[config.mk]
export PLATFORM = sky130hd
export DESIGN_NAME = clock_display
export DESIGN_NICKNAME = d
export VERILOG_FILES = /design/src/clock_pkg.sv /design/src/clock_display.sv /design/src/display_formatter.sv /design/src/field_editor.sv /design/src/time_keeper.sv
export SDC_FILE = /design/constraint.sdc
export NUM_CORES = 1
export LEC_CHECK = 0
export BUFFER_PORTS_ARGS = -buffer_cell sky130_fd_sc_hd__buf_2
export CAP_MARGIN = 20
export CORE_AREA = 2 2 76 107
export DETAILED_ROUTE_END_ITERATION = 8
export DIE_AREA = 0 0 78 109
export GPL_TIMING_DRIVEN = 1
export PLACE_DENSITY = 0.8
export SYNTH_ARGS = -nofsm -noshare
export SYNTH_HDL_FRONTEND = slang
export SYNTH_SLANG_ARGS = --single-unit
[constraint.sdc]
create_clock -name clk -period 4.4 [get_ports clk]
set_input_delay 0.44 -clock clk [delete_from_list [all_inputs] [get_ports clk]]
set_output_delay 0.44 -clock clk [all_outputs]
set_load 0.05 [all_outputs]
[src/clock_pkg.sv]
package clock_pkg;

  // display and edit modes, driven from outside as a level
  typedef enum logic [1:0] {
    mode_time_disp   = 2'd0,
    mode_edit_second = 2'd1,
    mode_edit_minute = 2'd2,
    mode_edit_hour   = 2'd3
  } disp_mode_e;

  // two BCD digits, tens in the upper nibble
  typedef logic [7:0] bcd2_t;

  // digit code shown on one display position
  typedef logic [3:0] digit_t;

  // one display word as seen by the LED driver
  typedef struct packed {
    logic   blink;
    logic   dot;
    digit_t digit;
  } led_t;

  localparam bcd2_t  minute_max      = 8'h59;  // seconds and minutes
  localparam digit_t digit_separator = 4'd10;

  // BCD +1 with wrap to 00 once the field sits at its limit
  function automatic bcd2_t bcd_inc(input bcd2_t value, input bcd2_t limit);
    bcd2_t next;
    if (value == limit) begin
      next = 8'h00;
    end else if (value[3:0] == 4'd9) begin
      next = {value[7:4] + 4'd1, 4'd0};  // carry into tens
    end else begin
      next = {value[7:4], value[3:0] + 4'd1};
    end
    return next;
  endfunction

endpackage
[src/clock_display.sv]
`timescale 1ns/1ps

module clock_display #(
  parameter clock_pkg::bcd2_t hour_max = 8'h23  // 8'h11 for a 0-11 face
) (
  input  logic                  clk,
  input  logic                  rst_n,
  input  clock_pkg::disp_mode_e mode,
  input  logic                  tick,
  input  logic                  up_press,
  output clock_pkg::led_t       led0,
  output clock_pkg::led_t       led1,
  output clock_pkg::led_t       led2,
  output clock_pkg::led_t       led3,
  output clock_pkg::led_t       led4,
  output clock_pkg::led_t       led5,
  output clock_pkg::led_t       led6,
  output clock_pkg::led_t       led7
);
  import clock_pkg::*;

  bcd2_t hour;
  bcd2_t minute;
  bcd2_t second;
  bcd2_t edit_hour;
  bcd2_t edit_minute;
  bcd2_t edit_second;
  logic  load;

  time_keeper #(
    .hour_max(hour_max)
  ) i_time_keeper (
    .clk         (clk),
    .rst_n       (rst_n),
    .tick        (tick),
    .load        (load),
    .edit_hour   (edit_hour),
    .edit_minute (edit_minute),
    .edit_second (edit_second),
    .hour        (hour),
    .minute      (minute),
    .second      (second)
  );

  field_editor #(
    .hour_max(hour_max)
  ) i_field_editor (
    .clk         (clk),
    .rst_n       (rst_n),
    .mode        (mode),
    .up_press    (up_press),
    .hour        (hour),
    .minute      (minute),
    .second      (second),
    .edit_hour   (edit_hour),
    .edit_minute (edit_minute),
    .edit_second (edit_second),
    .load        (load)
  );

  display_formatter i_display_formatter (
    .clk         (clk),
    .rst_n       (rst_n),
    .mode        (mode),
    .hour        (hour),
    .minute      (minute),
    .second      (second),
    .edit_hour   (edit_hour),
    .edit_minute (edit_minute),
    .edit_second (edit_second),
    .led0        (led0),
    .led1        (led1),
    .led2        (led2),
    .led3        (led3),
    .led4        (led4),
    .led5        (led5),
    .led6        (led6),
    .led7        (led7)
  );

endmodule

[src/display_formatter.sv]
`timescale 1ns/1ps

module display_formatter (
  input  logic                  clk,
  input  logic                  rst_n,
  input  clock_pkg::disp_mode_e mode,
  input  clock_pkg::bcd2_t      hour,
  input  clock_pkg::bcd2_t      minute,
  input  clock_pkg::bcd2_t      second,
  input  clock_pkg::bcd2_t      edit_hour,
  input  clock_pkg::bcd2_t      edit_minute,
  input  clock_pkg::bcd2_t      edit_second,
  output clock_pkg::led_t       led0,
  output clock_pkg::led_t       led1,
  output clock_pkg::led_t       led2,
  output clock_pkg::led_t       led3,
  output clock_pkg::led_t       led4,
  output clock_pkg::led_t       led5,
  output clock_pkg::led_t       led6,
  output clock_pkg::led_t       led7
);
  import clock_pkg::*;

  bcd2_t      src_hour;
  bcd2_t      src_minute;
  bcd2_t      src_second;
  logic [7:0] blink_mask;  // bit n blinks led n

  function automatic led_t make_led(input logic blink, input digit_t digit);
    led_t word;
    word.blink = blink;
    word.dot   = 1'b1;  // dots always lit
    word.digit = digit;
    return word;
  endfunction

  // live time on display, working copy while editing
  always_comb begin
    if (mode == mode_time_disp) begin
      src_hour   = hour;
      src_minute = minute;
      src_second = second;
    end else begin
      src_hour   = edit_hour;
      src_minute = edit_minute;
      src_second = edit_second;
    end
  end

  always_comb begin
    case (mode)
      mode_edit_second: blink_mask = 8'b0000_0011;
      mode_edit_minute: blink_mask = 8'b0001_1000;
      mode_edit_hour:   blink_mask = 8'b1100_0000;
      default:          blink_mask = 8'b0000_0000;
    endcase
  end

  always_ff @(posedge clk or negedge rst_n) begin
    if (!rst_n) begin
      led0 <= '0;
      led1 <= '0;
      led2 <= '0;
      led3 <= '0;
      led4 <= '0;
      led5 <= '0;
      led6 <= '0;
      led7 <= '0;
    end else begin
      led7 <= make_led(blink_mask[7], src_hour[7:4]);
      led6 <= make_led(blink_mask[6], src_hour[3:0]);
      led5 <= make_led(blink_mask[5], digit_separator);
      led4 <= make_led(blink_mask[4], src_minute[7:4]);
      led3 <= make_led(blink_mask[3], src_minute[3:0]);
      led2 <= make_led(blink_mask[2], digit_separator);
      led1 <= make_led(blink_mask[1], src_second[7:4]);
      led0 <= make_led(blink_mask[0], src_second[3:0]);
    end
  end

endmodule

[src/field_editor.sv]
`timescale 1ns/1ps

module field_editor #(
  parameter clock_pkg::bcd2_t hour_max = 8'h23
) (
  input  logic                  clk,
  input  logic                  rst_n,
  input  clock_pkg::disp_mode_e mode,
  input  logic                  up_press,
  input  clock_pkg::bcd2_t      hour,
  input  clock_pkg::bcd2_t      minute,
  input  clock_pkg::bcd2_t      second,
  output clock_pkg::bcd2_t      edit_hour,
  output clock_pkg::bcd2_t      edit_minute,
  output clock_pkg::bcd2_t      edit_second,
  output logic                  load
);
  import clock_pkg::*;

  disp_mode_e prev_mode;
  logic       in_disp;
  logic       was_disp;
  logic       commit;

  assign in_disp  = (mode == mode_time_disp);
  assign was_disp = (prev_mode == mode_time_disp);
  assign commit   = in_disp && !was_disp;  // first display cycle after editing

  always_ff @(posedge clk or negedge rst_n) begin
    if (!rst_n) begin
      prev_mode <= mode_time_disp;
      load      <= 1'b0;
    end else begin
      prev_mode <= mode;
      load      <= commit;
    end
  end

  // working copy of the time
  always_ff @(posedge clk or negedge rst_n) begin
    if (!rst_n) begin
      edit_hour   <= 8'h00;
      edit_minute <= 8'h00;
      edit_second <= 8'h00;
    end else begin
      case (mode)
        mode_time_disp: begin
          // hold the edited value until the commit has been sampled
          if (was_disp) begin
            edit_hour   <= hour;
            edit_minute <= minute;
            edit_second <= second;
          end
        end
        mode_edit_second: begin
          if (up_press) begin
            edit_second <= bcd_inc(edit_second, minute_max);
          end
        end
        mode_edit_minute: begin
          if (up_press) begin
            edit_minute <= bcd_inc(edit_minute, minute_max);
          end
        end
        mode_edit_hour: begin
          if (up_press) begin
            edit_hour <= bcd_inc(edit_hour, hour_max);  // 23 or 11 face
          end
        end
        default: begin
          edit_hour   <= edit_hour;
          edit_minute <= edit_minute;
          edit_second <= edit_second;
        end
      endcase
    end
  end

  // commit is a single pulse
  a_load_single : assert property (
    @(posedge clk) disable iff (!rst_n)
      load |=> !load
  ) else $error("field_editor: load high on two consecutive cycles");

endmodule

[src/time_keeper.sv]
`timescale 1ns/1ps

module time_keeper #(
  parameter clock_pkg::bcd2_t hour_max = 8'h23
) (
  input  logic             clk,
  input  logic             rst_n,
  input  logic             tick,
  input  logic             load,
  input  clock_pkg::bcd2_t edit_hour,
  input  clock_pkg::bcd2_t edit_minute,
  input  clock_pkg::bcd2_t edit_second,
  output clock_pkg::bcd2_t hour,
  output clock_pkg::bcd2_t minute,
  output clock_pkg::bcd2_t second
);
  import clock_pkg::*;

  logic second_wrap;
  logic minute_wrap;

  assign second_wrap = (second == minute_max);
  assign minute_wrap = (minute == minute_max);

  always_ff @(posedge clk or negedge rst_n) begin
    if (!rst_n) begin
      hour   <= 8'h00;
      minute <= 8'h00;
      second <= 8'h00;
    end else if (load) begin  // commit wins over tick
      hour   <= edit_hour;
      minute <= edit_minute;
      second <= edit_second;
    end else if (tick) begin
      second <= bcd_inc(second, minute_max);
      if (second_wrap) begin
        minute <= bcd_inc(minute, minute_max);
        if (minute_wrap) begin
          hour <= bcd_inc(hour, hour_max);
        end
      end
    end
  end

  // field limits hold across ticks and commits from the editor
  property p_second_range;
    @(posedge clk) disable iff (!rst_n)
      second <= minute_max;
  endproperty

  property p_minute_range;
    @(posedge clk) disable iff (!rst_n)
      minute <= minute_max;
  endproperty

  property p_hour_range;
    @(posedge clk) disable iff (!rst_n)
      hour <= hour_max;
  endproperty

  a_second_range : assert property (p_second_range)
    else $error("time_keeper: second out of range %h", second);
  a_minute_range : assert property (p_minute_range)
    else $error("time_keeper: minute out of range %h", minute);
  a_hour_range : assert property (p_hour_range)
    else $error("time_keeper: hour out of range %h", hour);

endmodule

[After elaboration in Yosys (flattened, before gate mapping)]
Index checks and enable logic that the tools add are counted.
Word-level totals
  register bits after elaboration: 85
  bits in latches: 0
  bits in writable memories: 0
  memory bits (read-only): 0
  input port bits: 6
  output and inout port bits: 48
  logic and storage cells: 122
  memories: 0
Cells by class
  add/subtract/negate cells: 12
  multipliers: 0
  div/mod/pow operators: 0
  order comparisons: 0
  equality and inequality tests: 22
  shift-type cells: 0
  mux-type cells: 34
  bitwise gates (word level): 0
  reduce and logical (&&, ||, !) cells: 24
Operators with widths (number)
  8-bit two-way mux: 30
  4-bit by 1-bit adder with 4-bit output (second input constant): 12
  8-bit case mux with 2 select lines: 3
  8-bit by 7-bit == test with 1-bit output (second input constant): 4
  4-bit == test (second input constant): 6
  8-bit case mux with 3 select lines: 1
  8-bit by 6-bit == test with 1-bit output (second input constant): 2
  4-bit AND reduction: 4
  3-bit AND reduction: 5
  2-bit nonzero test: 6
  3-bit != test (second input constant): 3
  3-bit nonzero test: 3
  2-bit != test (second input constant): 4
  2-bit == test (second input constant): 2
  2-bit logical NOT: 2
  2-bit AND reduction: 2
  2-bit by 1-bit == test with 1-bit output (second input constant): 1
  1-bit logical AND: 1
  1-bit logical NOT: 1

[Longest topological paths before layout]
  depth after elaboration: 7
  gate-level depth with buffers: 7
  depth with buffers taken out: 6

[Cells and area by module]
A second synthesis with hierarchy kept.
Second synthesis, totals
  cells, all modules: 444
  area, all modules: 4563.1 um2
By module, submodules not included
  field_editor: times used 1, cells each 186, area each 1744.2 um2, seq. area each 675.6 um2
  time_keeper: times used 1, cells each 178, area each 1631.6 um2, seq. area each 600.6 um2
  display_formatter: times used 1, cells each 80, area each 1187.4 um2, seq. area each 700.7 um2

[Worst setup path after synthesis]
Ideal clock, no wire load.
  path kind: reg-to-reg
  start: register i_field_editor.edit_hour[4]
  end: register i_field_editor.edit_hour[4]
  library setup time: 0.125 ns
  arrival: 1.850 ns
  data required time: 4.275 ns
  setup slack: 2.425 ns
  cell stages (with the launch flop): 7
  buffers on the path: 0
  period minus slack after synthesis: 1.975 ns
  cell sequence: dfrtp_1 inv_1 ha_1 or4b_1 o31a_1 a21oi_2 mux2_2
Between the ends
  word-level cells in the longest chain between the ends: 5
  elaborated cells between the ends (all ways): 8
  classes of those cells: 1 x add/sub; 2 x eq/ne; 4 x mux; 1 x reduce/logical
RTL lines
  from (decl): RTL line field_editor.sv:13  | output clock_pkg::bcd2_t edit_hour,
  from (signal assigned): RTL line field_editor.sv:50  | edit_hour <= hour;
  from (signal assigned): RTL line field_editor.sv:67  | edit_hour <= bcd_inc(edit_hour, hour_max);
  from (signal assigned): RTL line field_editor.sv:71  | edit_hour <= edit_hour;
  4-bit by 1-bit adder with 4-bit output: RTL line clock_pkg.sv:33  | next = {value[7:4] + 4'd1, 4'd0};
  8-bit two-way mux: RTL line clock_pkg.sv:32  | end else if (value[3:0] == 4'd9) begin
  8-bit two-way mux: RTL line clock_pkg.sv:30  | if (value == limit) begin
  8-bit two-way mux: RTL line field_editor.sv:66  | if (up_press) begin
  8-bit case mux with 2 select lines: RTL line field_editor.sv:46  | case (mode)
Several ways; a longest one is shown, not always the timed one. The select of a mux whose other input is x is not followed.
A chain may end at the register's enable or synchronous reset.

[Worst setup path in the final report]
  start: register i_time_keeper.second[0]
  end: register i_time_keeper.hour[7]
Between the ends
  word-level cells in the longest chain between the ends: 3
RTL lines
  from (decl): RTL line time_keeper.sv:15  | output clock_pkg::bcd2_t second
  from (signal assigned): RTL line time_keeper.sv:33  | second <= edit_second;
  from (signal assigned): RTL line time_keeper.sv:35  | second <= bcd_inc(second, minute_max);
  from (signal assigned): RTL line time_keeper.sv:48  | second <= minute_max;
  8-bit by 7-bit == test with 1-bit output: RTL line time_keeper.sv:22  | assign second_wrap = (second == minute_max);
  2-bit nonzero test (no line)
  4-bit AND reduction (no line)
  to (signal assigned): RTL line time_keeper.sv:31  | hour <= edit_hour;
  to (signal assigned): RTL line time_keeper.sv:39  | hour <= bcd_inc(hour, hour_max);
  to (signal assigned): RTL line time_keeper.sv:58  | hour <= hour_max;
  to (decl): RTL line time_keeper.sv:13  | output clock_pkg::bcd2_t hour,
No other way between the ends.

==> impl_metrics.csv <==
group,metric,value,unit
synthesis,ys.flop_type,"dfrtp_1",
setup_path,worstSetupPathType,"register to register",
sta,setup_violations,0,
drt,route.antenna.remaining_nets,0,
floorplan,start_util,0.5796,
synthesis,synth_most_common_cell,"dfrtp_1",
power,finalPower,2.844,mW
placed_design,dp_cells,559,
min_path,hold_path_class,"input pin to asynchronous set/reset pin",
setup_path,crit_fanout,13,
setup_path,cp.required,4.64,ns
floorplan,dieArea,8502,um2
drt,vias_per_cell,5.986,
sta,fmax,0.3829,GHz
drt,dr.first_iter.drc_count,243,
final_layout,area_delta_synth_final,9.109,%
setup_path,worst_path_max_delay_cell,"o41ai_2",
clocking,cts.sinks,79,
drt,drt_first_pass_iters,4,
clocking,cts_resized,0,
clocking,cts_buffers,9,
synthesis,yosysSeqAreaShare,0.4484,
power,power_density,591.2,nW/um2
placed_design,dpl.hpwl,6402,um
clocking,clkTransAtPathRegs,0.08,ns
clocking,cts_setup_buffers,0,
setup_path,slowest_delay,0.94,ns
clocking,root_buffer,"clkbuf_8",
setup_path,cp_data_arrival_time,2.86,ns
clocking,hold_buffers,0,
clocking,tritoncts,"yes",
job,cap_violations,0,
synthesis,synthCells,440,
sta,slew_headroom,0.3376,
sta,fin_crit_sh,0.5935,
synthesis,yosys_warnings,0,
synthesis,syn_area_per_cell,10.02,um2
final_layout,ff_latch_area,1977,um2
sta,tns,0,ns
sta,whs,0.2184,ns
clocking,clk-insertion-delay-late,0.36,ns
clocking,cts_buffer_depth,2,
grt,antenna_found_initial,0,
placed_design,gp_congestion,0.8787,
final_layout,stdcell_count,575,
floorplan,rows,38,
final_layout,nets,498,
run_status,status,"finished, final reports clean",
grt,grt_max_degree,80,
setup_path,worstSetupStartpointType,"register",
synthesis,synth_edf_count,0,
sta,period_needed,2.611,ns
synthesis,synth_top_area_frac,0.4484,
drt,drc,0,
synthesis,async_flop_share,1.000,
synthesis,post-synth-top-area-cell,"dfrtp_1",
grt,grt_usage,0.2312,
sta,rsz0062_at_grt,"false",
final_layout,n_antenna_cell,0,
synthesis,ys_types,58,
floorplan,die_w,78,um
grt,overflow,0,
final_layout,fillers,629,
floorplan,ios,54,
synthesis,synth_common_cells,"dfrtp_1 (79), o21ai_0 (37), nand2_1 (33), a21oi_1 (29), inv_1 (28)",
sta,slew_violations,0,
power,peakVddDrop,0.3888,mV
floorplan,fp.dieH,109,um
final_layout,drive_gt1_frac,0.1979,
power,p_leak,2.204,nW
synthesis,synth_area_leaders,"dfrtp_1 (45%), ha_1 (6.2%), mux2_2 (5.1%), o21ai_0 (4.2%), buf_4 (3.7%)",
floorplan,core_area,7607,um2
setup_path,path_buf_inv,0,
sta,tightest_slew,0.9829,ns
setup_path,path_cells,"ha_1 -> nand4b_1 -> o41ai_2 -> and2_1 -> mux2_2",
sta,final_hold_viol_count,0,
placed_design,io_buffers,47,
synthesis,ys_seq_elements,79,
grt,grt_pass1_vias,3292,
drt,wl_per_cell,16.01,um
sta,fin_skew,0.007042,ns
setup_path,end_kind,"register",
setup_path,critPathTopFamily,"compound AO/OA/AOI/OAI gates",
sta,fin_ws,1.789,ns
final_layout,multi_input_area,2135,um2
placed_design,dp_worst_setup_slack,1.798,ns
drt,drt_wl_total,9204,um
drt,vias,3442,
clocking,htreeDepth,3,
grt,grt_pass1_wl,15390,um
synthesis,synth_area,4409,um2
## per-stage QoR
step	util	instance area [um2]
after detailed placement	0.6044	4598
after CTS	0.6324	4811
after global placement	0.6044	4598
after global routing	0.6324	4811
after floorplan	-	4428
final	0.6324	4811
## worst reg2reg max path, cell delays in order (launching register included)
cell and delay, ns:
dfrtp_1 0.48, ha_1 0.22, nand4b_1 0.21, o41ai_2 0.94
and2_1 0.29, mux2_2 0.35
## cell usage in the layout, fill, tap and decap left out, types with 3 or more instances in the layout
cell type	synthesis	routed
a21oi_1	29	29
a221oi_1	3	3
a22o_1	12	12
a2bb2oi_1	10	10
and3_1	6	6
buf_2	3	46
buf_4	22	3
clkbuf_8	0	9
conb_1	2	7
dfrtp_1	79	79
ha_1	22	22
inv_1	28	28
mux2_2	20	20
mux2i_1	3	3
nand2_1	33	33
nand2b_1	8	8
nand3_1	15	15
nand3b_1	7	7
nand4_1	3	3
nor2_1	17	16
nor3_1	5	5
o21a_1	3	3
o21ai_0	37	37
o22ai_1	5	5
o31ai_1	6	6
or3_1	3	3
## cell families after synthesis
| group | share of synthesized area |
|---|---|
| AOI/OAI and AO/OA | 0.2160 |
| xor gates and xnor gates | 0.005960 |
| adders and majority gates | 0.06243 |
| buffers and inverters | 0.07406 |
| DFF | 0.4484 |
| muxes | 0.05789 |
| other | 0.001703 |
| and+or+nand+nor | 0.1337 |
## power breakdown
part | leakage, nW | internal, mW | total (mW) | switching [mW]
registers | 0.987 | 0.946 | 1.22 | 0.276
clock network | 0.102 | 0.317 | 0.582 | 0.265
logic | 1.11 | 0.383 | 1.04 | 0.657
total | 2.20 | 1.65 | 2.84 | 1.20
## path summary, 6_finish.rpt
path,start,endpoint,slack [ns],cells past startpoint
min in group clk,mode[0],i_field_editor.prev_mode[0],0.36,1
max in group asynchronous,rst_n,i_display_formatter.led7[1],3.51,1
setup / recovery,i_time_keeper.second[0],i_time_keeper.hour[7],1.79,5
hold / removal,rst_n,i_display_formatter.led3[0],0.22,1
setup reg to reg,i_time_keeper.second[0],i_time_keeper.hour[7],1.79,5
hold reg to reg,i_field_editor.edit_minute[7],i_field_editor.edit_minute[7],0.54,1
## metal layers
metal  share of wire  vias to the layer above  routed length [um]  track usage
met5               0                        -                   0            0
met4           0.015                        0                 142      0.09148
met3           0.046                       10                 425      0.04222
met2            0.53                       93                4870       0.4039
met1            0.41                     1707                3764       0.2838
li1                -                     1632                   -            -
## state kept, by name, indices dropped and copies added (netlist names), 5 cells and up
name                        cells
i_display_formatter.led0        5
i_display_formatter.led3        5
i_display_formatter.led6        5
i_field_editor.edit_hour        8
i_field_editor.edit_minute      8
i_field_editor.edit_second      8
i_time_keeper.hour              8
i_time_keeper.minute            8
i_time_keeper.second            8
## final cells by class
cell class | instances | area share
repair buffers | 49 | 0.05254
clock inverters | 6 | 0.01769
multi-input cells | 302 | 0.4437
well taps | 100 | 0.02601
clock buffers | 10 | 0.02653
inverters | 29 | 0.02263
flip-flops and latches | 79 | 0.4109
No activity file was read; power rests on OpenSTA's default activity.
